===== config.mk =====
export PLATFORM = sky130hd
export DESIGN_NAME = icache_ctrl
export DESIGN_NICKNAME = d
export VERILOG_FILES = /design/src/icache_addr_pkg.sv /design/src/icache_ctrl.sv
export VERILOG_INCLUDE_DIRS = /design/src
export SDC_FILE = /design/constraint.sdc
export NUM_CORES = 1
export LEC_CHECK = 0
export BUFFER_PORTS_ARGS = -buffer_cell sky130_fd_sc_hd__buf_2
export CAP_MARGIN = 20
export CORE_AREA = 2 2 39 41
export DETAILED_ROUTE_END_ITERATION = 8
export DIE_AREA = 0 0 41 43
export GPL_TIMING_DRIVEN = 0
export SLEW_MARGIN = 5
export SYNTH_ARGS = -nofsm -noshare
export SYNTH_HDL_FRONTEND = slang
export SYNTH_SLANG_ARGS = --single-unit

===== constraint.sdc =====
create_clock -name clk -period 1.6 [get_ports clk]
set_input_delay 0.08 -clock clk [delete_from_list [all_inputs] [get_ports clk]]
set_output_delay 0.08 -clock clk [all_outputs]
set_load 0.02 [all_outputs]

===== src/icache_defs.svh =====
`ifndef ICACHE_DEFS_SVH
`define ICACHE_DEFS_SVH

`default_nettype none

// cache geometry
`define ICACHE_INDEX_W      6       // 64 sets
`define ICACHE_OFFSET_W     6       // 64-byte line
`define ICACHE_LINE_BITS    512

// burst length code n asks for n+1 beats
`define ICACHE_LEN_LINE     8'd15
`define ICACHE_LEN_UNCACHED 8'd1

// fetch address error
`define ICACHE_EXC_ADEF     7'h08

`default_nettype wire

`endif


===== src/icache_addr_pkg.sv =====
`include "icache_defs.svh"
`default_nettype none

package icache_addr_pkg;

    localparam int TAG_W   = 32 - `ICACHE_INDEX_W - `ICACHE_OFFSET_W;
    localparam int CHUNK_W = `ICACHE_OFFSET_W - 3;   // 8-byte chunks in a line

    typedef logic [TAG_W-1:0]             tag_t;
    typedef logic [`ICACHE_INDEX_W-1:0]   index_t;
    typedef logic [CHUNK_W-1:0]           chunk_sel_t;
    typedef logic [`ICACHE_LINE_BITS-1:0] line_t;
    typedef logic                         way_t;

    // fetch or one of the two invalidates
    typedef enum logic [1:0] {
        OP_FETCH   = 2'd0,
        OP_IDX_INV = 2'd1,   // way from vaddr[0]
        OP_HIT_INV = 2'd2
    } cacop_e;

endpackage

`default_nettype wire


===== src/icache_ctrl.sv =====
`include "icache_defs.svh"
`default_nettype none

module icache_ctrl (
    input  wire logic                    clk,
    input  wire logic                    rstn,
    input  wire logic                    i_req_valid,
    output logic                         o_req_ready,
    output logic                         o_load,
    input  wire icache_addr_pkg::cacop_e i_op,
    input  wire logic                    i_uncache,
    input  wire logic                    i_misaligned,
    input  wire logic [1:0]              i_hit,
    input  wire icache_addr_pkg::way_t   i_victim,
    input  wire logic                    i_mem_ready,
    output logic                         o_mem_valid,
    output logic [1:0]                   o_data_we,
    output logic [1:0]                   o_set_valid,
    output logic [1:0]                   o_clear_valid,
    output logic                         o_from_refill,
    output logic                         o_touch,
    output icache_addr_pkg::way_t        o_touch_way,
    output logic                         o_rsp_valid,
    output logic [6:0]                   o_rsp_exc,
    output logic                         o_rsp_done
);

    import icache_addr_pkg::*;

    typedef enum logic [2:0] {
        IDLE   = 3'd0,
        LOOKUP = 3'd1,
        MISS   = 3'd2,
        REFILL = 3'd3,
        CACOP  = 3'd4
    } state_e;

    state_e     state_q;
    state_e     state_d;
    logic [1:0] victim_oh;
    logic [1:0] fill_we;
    logic       cached_hit;

    assign victim_oh  = i_victim ? 2'b10 : 2'b01;
    assign fill_we    = i_uncache ? 2'b00 : victim_oh;   // uncached fills nothing
    assign cached_hit = (i_op == OP_FETCH) && !i_uncache && (i_hit != 2'b00);
    assign o_load     = i_req_valid && o_req_ready;

    always_ff @(posedge clk) begin
        if (!rstn) begin
            state_q <= IDLE;
        end else begin
            state_q <= state_d;
        end
    end

    always_comb begin
        state_d       = state_q;
        o_req_ready   = 1'b0;
        o_mem_valid   = 1'b0;
        o_data_we     = 2'b00;
        o_set_valid   = 2'b00;
        o_clear_valid = 2'b00;
        o_from_refill = 1'b0;
        o_touch       = 1'b0;
        o_touch_way   = way_t'(i_hit[1]);
        o_rsp_valid   = 1'b0;
        o_rsp_exc     = 7'd0;
        o_rsp_done    = 1'b0;

        case (state_q)
            IDLE: begin
                o_req_ready = 1'b1;
                if (i_req_valid) begin
                    state_d = LOOKUP;
                end
            end
            LOOKUP: begin
                if (i_misaligned) begin
                    o_rsp_valid = 1'b1;
                    o_rsp_exc   = `ICACHE_EXC_ADEF;
                    o_req_ready = 1'b1;
                    state_d     = i_req_valid ? LOOKUP : IDLE;
                end else if (i_op != OP_FETCH) begin
                    state_d = CACOP;   // tags for the op are read next cycle
                end else if (cached_hit) begin
                    o_rsp_valid = 1'b1;
                    o_req_ready = 1'b1;   // pipelined hits
                    o_touch     = 1'b1;
                    state_d     = i_req_valid ? LOOKUP : IDLE;
                end else begin
                    o_mem_valid = 1'b1;
                    if (i_mem_ready) begin
                        o_data_we = fill_we;   // line is only valid this cycle
                        state_d   = REFILL;
                    end else begin
                        state_d = MISS;
                    end
                end
            end
            MISS: begin
                o_mem_valid = 1'b1;
                if (i_mem_ready) begin
                    o_data_we = fill_we;
                    state_d   = REFILL;
                end
            end
            REFILL: begin
                o_from_refill = 1'b1;
                o_rsp_valid   = 1'b1;
                o_req_ready   = 1'b1;
                if (!i_uncache) begin
                    o_set_valid = victim_oh;
                    o_touch     = 1'b1;
                    o_touch_way = i_victim;
                end
                state_d = i_req_valid ? LOOKUP : IDLE;
            end
            CACOP: begin
                // i_hit carries the addressed way for index-invalidate
                o_clear_valid = i_hit;
                o_rsp_valid   = 1'b1;
                o_rsp_done    = 1'b1;
                state_d       = IDLE;
            end
            default: begin
                state_d = IDLE;
            end
        endcase
    end

endmodule

`default_nettype wire


==> results of run 1 <==
==> synth_stat cells (2+ instances only) <==
| master | instances |
|---|---|
| nor2_1 | 3 |
| o21ai_0 | 2 |
| and4b_1 | 2 |
| dfxtp_1 | 3 |
| and2_1 | 4 |
| nand2_1 | 4 |
| buf_4 | 6 |
| nor3b_1 | 2 |
==> per-layer routing <==
layer	vias up	track usage, %
met5	-	0
met4	0	6.000
met3	0	1.571
met2	20	18.44
met1	192	11.90
li1	234	-
==> power by group <==
group | internal, mW | switching (mW) | leakage [nW] | total [mW]
logic | 0.0631 | 0.0678 | 0.303 | 0.131
registers | 0.0774 | 0.00614 | 0.0264 | 0.0835
clock network | 0.0932 | 0.0360 | 0.0150 | 0.129
total | 0.234 | 0.110 | 0.345 | 0.344
==> cells by family after synthesis <==
family	Yosys count	synth area share (%)
other cells	1	0.9795
buf+inv	7	12.74
simple gates	26	47.06
compound gates	10	19.61
flops	3	15.69
mux	1	3.920
==> through the flow <==
step / setup slack [ns] / power (mW) / hold slack (ns)
2_1_floorplan: 0.1660 / 0.1686 / 0.2017
3_3_place_gp: 0.2034 / 0.2042 / 0.3154
3_5_place_dp: 0.1904 / 0.2060 / 0.3268
4_1_cts: 0.04008 / 0.3485 / 0.08669
5_1_grt: -0.007792 / 0.3671 / 0.1108
6_report: 0.05587 / 0.3437 / 0.1012
==> final cells by class <==
cell class	count	area share, %
buffer	6	7.287
timing repair buffer	28	25.30
sequential	3	11.13
multi-input combinational	43	48.18
inverter	1	0.6073
tap	16	3.239
clock buffer	4	4.251
==> worst min-delay path by stage <==
stage / endpoint / slack (ns)
floorplan: state_q[1] / 0.20
global placement: state_q[1] / 0.32
detailed placement: state_q[1] / 0.33
CTS: state_q[1] / 0.09
global route: state_q[1] / 0.11
finish: state_q[1] / 0.10
==> worst max-delay path, stage by stage, from the launching register on <==
cell and delay (ns):
dfxtp_4 0.35, and2b_4 0.24, and2_4 0.15, nand2b_4 0.07, mux2_4 0.30, buf_6 0.13
==> what timing repair did <==
| action | CTS | global route |
|---|---|---|
| hold buffers | 0 | 0 |
| buffers inserted | 1 | 2 |
| pin swaps | 0 | 2 |
| resized for setup | 4 | 5 |
| setup endpoints to repair | 3 | 3 |
==> results.md, run 1 <==
* Library cells used by synthesis at 30
* # DRC at 0
* CP Data Arrival Time at about 1.5 ns
* Synth top area cells: dfxtp_1, buf_4, and2_1
* Syn_area_per_cell at 7.976 µm²
* Top-area cell type share of the netlist area at 15.69%
* Via count at between 400 and 500
* ANT nets after route at 0
* Area delta synth->final at 61.44%
* Vias in the first global route at between 300 and 400
* # IOs at 32
* Hold_sp: rstn
* Worst-case reg-to-reg path depth at 5
* CTS Buf Count at 3
* Crit Path Class: register to primary output
* Met1 wire length at 374 µm
* Worst Hold Class: input pin to register
* Setup TNS Final at 0 ns
* YS warnings at 0
* Final Cycle Share at between 90% and 100%
* Clock-pin slew on the worst setup and hold paths at 0.03 ns
* H-Tree Depth at 1
* Routed wire per std cell at 9.772 µm
* Final Core Density at 44.67%
* Highest routed layer: met3
* Vias per inst at 4.416
* Cells after Synth at 48
* Die Span X at around 41 µm
* Hold path depth at 2
* Metal2 WL at 514 µm
* Sequential area share after synthesis at 15.69%
* First-pass GRT wire length at 1311 µm
* Final nets at 97
* Max Cap Violations at 0
* RR Startpoint: state_q[2]
* Commonest non-fill, non-tap cells in the layout: buf_2, buf_4, conb_1, and2_1, nand2_1
* Yosys reg bits at 3
* Ratio of cells with drive above 1 in the final layout at 58.82%
* Total congestion overflow at 0
* Initial core utilization at 27.67%
* Gpl congestion at around 0.73
* Number of flops mapped to enable cells by yosys at 0
* Clock Tree Buf Depth at 2
* CP Max Fanout at 5
* Initial antenna violation count at 0
* Peak supply drop at 0.3077 mV
* Worst EP required at 1.52 ns
* Clock root cell: clkbuf_4
* Main synth FF type: dfxtp_1
* Metal3 WL at roughly 98 µm
* Top flop regs: state_q: 3 flops
* PortBufs at 25
* Iter 0 DRT Violations at 0
* Reg area at 68.82 µm²
* Diodes inserted at 0
* Max reg flops at 3
* Reg with most FFs: state_q
* TritonCTS clock tree: yes
* Placed cells at 94
* Slew Viols, Final at 0
* Die Area at 1763 µm²
* Post-synth ARST share at 0%
* Latest clock arrival within the worst-skew pair at between 0.2 and 0.25 ns
* Setup Skew at 0.002623 ns
* Area after DPL at 546.8 µm²
* Final Hold Fails at 0
* Capture point of the critical path: o_touch_way
* Setup slack, reg-to-reg at 0.29 ns
* Critical path capture point type: primary output
* Detailed placer's ending HPWL at 781.3 µm
* Detailed Route WL at 987 µm
* Multi-input logic area at 297.8 µm²
* Leakage at roughly 0.34 nW
* Clk sinks at 3
* First-pass detailed-route iteration total at 1
* Most common cell after layout, fill and taps aside: buf_2
* Period minus WS final at 1.544 ns
* Max Fclk at 647.6 MHz
* Fillers at between 150 and 200
* DIE HEIGHT at 43 µm
* Reg2reg end: state_q[0]
* Core area at roughly 1400 µm²
* Run status: finished clean
* Post-route cell area at 618.1 µm²
* Yosys top cell by area: dfxtp_1
* Standard-cell rows at 14
* Crit. Startpoint: state_q[2]
* Mapped cell area at 382.9 µm²
* Final Setup Violations at 0
* Power Dens Cells at 556.1 nW/µm²
* Final std cells w/o fill at between 100 and 150
* GRT Util Overall at 10.84%
* Largest net degree at the start of global routing at 9
* CP Launch Type: register
No activity file was read; power rests on OpenSTA's default activity.
==> run 2: changes to the inputs <==
Settings changed: BUFFER_PORTS_ARGS -buffer_cell sky130_fd_sc_hd__buf_2 to -buffer_cell sky130_fd_sc_hd__clkbuf_2.
Clock period 1.6 ns to 1.9 ns, I/O delays scaled along.
==> results.md, run 2 (synthesis results as in run 1) <==
* Ratio of cells with drive above 1 in the final layout at 53.66% (was 58.82%)
* Latest clock arrival within the worst-skew pair at 0.23 ns (about the same)
* Power Dens Cells at 492.2 nW/µm² (was 556.1 nW/µm²)
* Die Span X at 41 µm (unchanged)
* Max reg flops at 3 (unchanged)
* CTS Buf Count at 3 (unchanged)
* Iter 0 DRT Violations at 0 (unchanged)
* DIE HEIGHT at 43 µm (unchanged)
* Total congestion overflow at 0 (unchanged)
* Via count at 428 (was 446)
* # IOs at 32 (unchanged)
* Run status: finished clean (unchanged)
* Reg area at 60.06 µm² (was 68.82 µm²)
* H-Tree Depth at 1 (unchanged)
* PnR worst setup slack at 0.2209 ns (was 0.05587 ns)
* Setup TNS Final at 0 ns (unchanged)
* Largest net degree at the start of global routing at 9 (unchanged)
* Worst EP required at 1.80 ns (was 1.52 ns)
* Core area at 1384 µm² (unchanged)
* Standard-cell rows at 14 (unchanged)
* Fillers at 150 (was 164)
* Most common cell after layout, fill and taps aside: clkbuf_2 (was buf_2)
* Critical path capture point type: primary output (unchanged)
* Final std cells w/o fill at 98 (was 101)
* Final Hold Fails at 0 (unchanged)
* Period minus WS final at 1.679 ns
* Final Cycle Share at about nine tenths
* Vias in the first global route at 313 (was 343)
* Initial core utilization at 27.67% (unchanged)
* Routed wire per std cell at 9.112 µm (was 9.772 µm)
* First-pass GRT wire length at 1207 µm (was 1311 µm)
* Placed cells at 94 (unchanged)
* TritonCTS clock tree: yes (unchanged)
* Gpl congestion at 0.7249 (was 0.7280)
* Detailed Route WL at 893 µm (was 987 µm)
* Setup slack, reg-to-reg at 0.54 ns (was 0.29 ns)
* Area delta synth->final at 49.67% (was 61.44%)
* CP Data Arrival Time at 1.58 ns (was 1.46 ns)
* Design Power at 0.2821 mW (was 0.3437 mW)
* Peak supply drop at 0.2659 mV (was 0.3077 mV)
* Clock-pin slew on the worst setup and hold paths at 0.04 ns (was 0.03 ns)
* Max Fclk at 595.6 MHz
* First-pass detailed-route iteration total at 1 (unchanged)
* Vias per inst at 4.367 (was 4.416)
* Die Area at 1763 µm² (unchanged)
* Pre-CTS worst setup slack at 0.4687 ns (was 0.1904 ns)
* Crit Path Class: register to primary output (unchanged)
* Diodes inserted at 0 (unchanged)
* Worst Hold Class: input pin to register (unchanged)
* PortBufs at 25 (unchanged)
* Setup Skew at 0.0009386 ns (was 0.002623 ns)
* Clk sinks at 3 (unchanged)
* Detailed placer's ending HPWL at 771.9 µm (was 781.3 µm)
* ANT nets after route at 0 (unchanged)
* Reg with most FFs: state_q (unchanged)
* GRT Util Overall at 10.24% (was 10.84%)
* Leakage at 0.3182 nW (was 0.3445 nW)
* Slew Viols, Final at 0 (unchanged)
* Final Core Density at 41.41% (was 44.67%)
* # resized after CTS at 0 (was 4)
* Hold_buf cts at 0 (unchanged)
* CP Launch Type: register (unchanged)
* Final Setup Violations at 0 (unchanged)
* # DRC at 0 (unchanged)
* Max Cap Violations at 0 (unchanged)
* Clock root cell: clkbuf_4 (unchanged)
* Clock Tree Buf Depth at 2 (unchanged)
* RSZ-0062 raised after global routing: no
* Post-route cell area at 573.1 µm² (was 618.1 µm²)
* Commonest non-fill, non-tap cells in the layout: clkbuf_2, buf_4, conb_1, and2_1, nand2_1 (was buf_2, buf_4, conb_1, and2_1, nand2_1)
* Area after DPL at 546.8 µm² (unchanged)
* Number of post-CTS setup repair buffers at 0 (was 1)
* Initial antenna violation count at 0 (unchanged)
* CP Max Fanout at 8 (was 5)
* Multi-input logic area at 292.8 µm² (was 297.8 µm²)
* Top flop regs: state_q: 3 flops (unchanged)
* Final nets at 94 (was 97)
* Hold_ws at 0.1095 ns (was 0.1012 ns)
[run 2: cell count changes in the layout (fill, tap and decap cells not counted), sizes merged]
cell,change
buf,-28
clkbuf,+25
[run 2: cell type report]
cell class,instances,share of cell area (%)
repair buffers,25,21.83
flip-flops and latches,3,10.48
clock buffers,4,4.585
multi-input cells,43,51.09
well taps,16,3.493
plain buffers,6,7.860
inverters,1,0.6550
[run 2: power breakdown]
part | leakage [nW] | internal (mW) | switching, mW
combinational | 0.279 | 0.0452 | 0.0548
sequential | 0.0245 | 0.0667 | 0.00506
clock | 0.0150 | 0.0786 | 0.0317
[run 2: worst paths after layout]
path               from           end  depth (start not counted)
max          state_q[1]  o_data_we[1]                          5
min reg2reg  state_q[2]    state_q[0]                          1
min                rstn    state_q[1]                          2
max reg2reg  state_q[1]    state_q[0]                          4
[run 2: worst max-delay path, stage by stage (launching register included)]
cell	delay (ns)
dfxtp_1	0.36
nor2_2	0.25
nand4_1	0.15
a21oi_2	0.21
and4b_1	0.21
clkbuf_2	0.16
[run 2: metal layers]
metal	track usage, %	routed length [µm]
met5	0	0
met4	8.000	0
met3	1.571	100
met2	17.81	447
met1	9.646	345
==> run 3: changes to the inputs <==
Settings changed: REMOVE_ABC_BUFFERS set to 1.
==> results.md, run 3 (synthesis results as in run 1) <==
* Latest clock arrival within the worst-skew pair at 0.23 ns (about the same)
* Core area at 1384 µm² (unchanged)
* Peak supply drop at 0.2012 mV (was 0.2659 mV)
* Max Fclk at 586.0 MHz (was 595.6 MHz)
* Most common cell after layout, fill and taps aside: clkbuf_2 (unchanged)
* Clk sinks at 3 (unchanged)
* Setup Skew at 0.001513 ns (was 0.0009386 ns)
* Ratio of cells with drive above 1 in the final layout at 50.00% (was 53.66%)
* Diodes inserted at 0 (unchanged)
* CP Data Arrival Time at 1.61 ns (was 1.58 ns)
* Detailed placer's ending HPWL at 747.8 µm (was 771.9 µm)
* Final nets at 88 (was 94)
* Worst EP required at 1.80 ns (about the same)
* Largest net degree at the start of global routing at 9 (unchanged)
* # DRC at 0 (unchanged)
* Setup TNS Final at 0 ns (unchanged)
* Die Span X at 41 µm (unchanged)
* Crit path buf inv count at 1 (unchanged)
* Run status: finished clean (unchanged)
* Power Dens Cells at 516.2 nW/µm² (was 492.2 nW/µm²)
* DIE HEIGHT at 43 µm (unchanged)
* Hold_ws at 0.09672 ns (was 0.1095 ns)
* Final Cycle Share at 89.81% (was 88.37%)
* Critical-path top delay cell: dfxtp_1 (unchanged)
* Hold_buf cts at 0 (unchanged)
* # resized after CTS at 0 (unchanged)
* Fillers at 160 (was 150)
* Worst Hold Class: input pin to register (unchanged)
* Clock Tree Buf Depth at 2 (unchanged)
* Number of post-CTS setup repair buffers at 0 (unchanged)
* RSZ-0062 raised after global routing: no (unchanged)
* Max Cap Violations at 0 (unchanged)
* First-pass detailed-route iteration total at 2 (was 1)
* CP Launch Type: register (unchanged)
* Total congestion overflow at 0 (unchanged)
* Commonest non-fill, non-tap cells in the layout: clkbuf_2, conb_1, and2_1, nand2_1 (was clkbuf_2, buf_4, conb_1, and2_1, nand2_1)
* CTS Buf Count at 3 (unchanged)
* ANT nets after route at 0 (unchanged)
* Reg area at 60.06 µm² (unchanged)
* PortBufs at 25 (unchanged)
* Leakage at 0.2855 nW (was 0.3182 nW)
* First-pass GRT wire length at 1283 µm (was 1207 µm)
* Slew Viols, Final at 0 (unchanged)
* Routed wire per std cell at 9.446 µm (was 9.112 µm)
* Critical path capture point type: primary output (unchanged)
* Detailed Route WL at 869 µm (was 893 µm)
* Final Hold Fails at 0 (unchanged)
* Clock-pin slew on the worst setup and hold paths at 0.03 ns (was 0.04 ns)
* CP Max Fanout at 8 (unchanged)
* Period minus WS final at 1.706 ns (was 1.679 ns)
* Top Family by Delay on Critical Path: simple AND/OR/NAND/NOR gates (unchanged)
* # IOs at 32 (unchanged)
* Via count at 426 (was 428)
* Max reg flops at 3 (unchanged)
* Crit-path cells: nor2_2, nand4_1, a21oi_2, and4b_1, clkbuf_2 (unchanged)
* Vias per inst at 4.630 (was 4.367)
* Area delta synth->final at 37.91% (was 49.67%)
* Reg with most FFs: state_q (unchanged)
* Top flop regs: state_q: 3 flops (unchanged)
* Final Setup Violations at 0 (unchanged)
* TritonCTS clock tree: yes (unchanged)
* Crit Path Class: register to primary output (unchanged)
* Iter 0 DRT Violations at 3 (was 0)
* Initial core utilization at 27.67% (unchanged)
* Gpl congestion at 0.7160 (was 0.7249)
* H-Tree Depth at 1 (unchanged)
* GRT Util Overall at 10.93% (was 10.24%)
* Clock root cell: clkbuf_4 (unchanged)
* Die Area at 1763 µm² (unchanged)
* Largest stage delay on the critical path at 0.36 ns (about the same)
* Multi-input logic area at 292.8 µm² (unchanged)
* Initial antenna violation count at 0 (unchanged)
* Vias in the first global route at 345 (was 313)
* Standard-cell rows at 14 (unchanged)
[run 3: cell count changes in the layout (fill, tap and decap cells not counted), sizes merged]
cell,before,now
buf,6,0
[run 3: stage by stage]
| stage | area, µm² | cells | util [%] | power, mW | setup WS [ns] |
|---|---|---|---|---|---|
| after floorplan | 356.6 | 47 | - | 0.1324 | 0.4510 |
| after global placement | 501.7 | 88 | 36.26 | 0.1625 | 0.4743 |
| final | 528.0 | 92 | 38.16 | 0.2726 | 0.1936 |
| after detailed placement | 501.7 | 88 | 36.26 | 0.1633 | 0.4298 |
| after global routing | 528.0 | 92 | 38.16 | 0.2933 | 0.04994 |
| after CTS | 528.0 | 92 | 38.16 | 0.2797 | 0.1737 |
[run 3: path summary, 6_finish.rpt]
kind	startpoint	endpoint	slack (ns)	cells after the start
max reg2reg	state_q[1]	state_q[0]	0.60	4
max	state_q[1]	o_data_we[0]	0.19	5
min	rstn	state_q[1]	0.1	2
min reg2reg	state_q[2]	state_q[0]	0.65	1
[run 3: metal layers]
metal	global-route usage, %	vias to the layer above	wire length (µm)
met3	1.571	2	92
met5	0	-	0
met4	10.00	0	19
li1	-	213	-
met1	10.58	188	345
met2	18.13	23	412
[run 3: report_power, final]
| group | leakage, nW | internal (mW) | switching, mW |
|---|---|---|---|
| combinational | 0.246 | 0.0370 | 0.0530 |
| clock | 0.0150 | 0.0787 | 0.0323 |
| sequential | 0.0245 | 0.0667 | 0.00499 |
| total | 0.285 | 0.182 | 0.0903 |
[run 3: final cells by class]
class,count,share of cell area [%]
Clock buffer,4,4.976
Inverter,1,0.7109
Timing Repair Buffer,25,23.70
Sequential cell,3,11.37
Tap cell,16,3.791
Multi-Input combinational cell,43,55.45
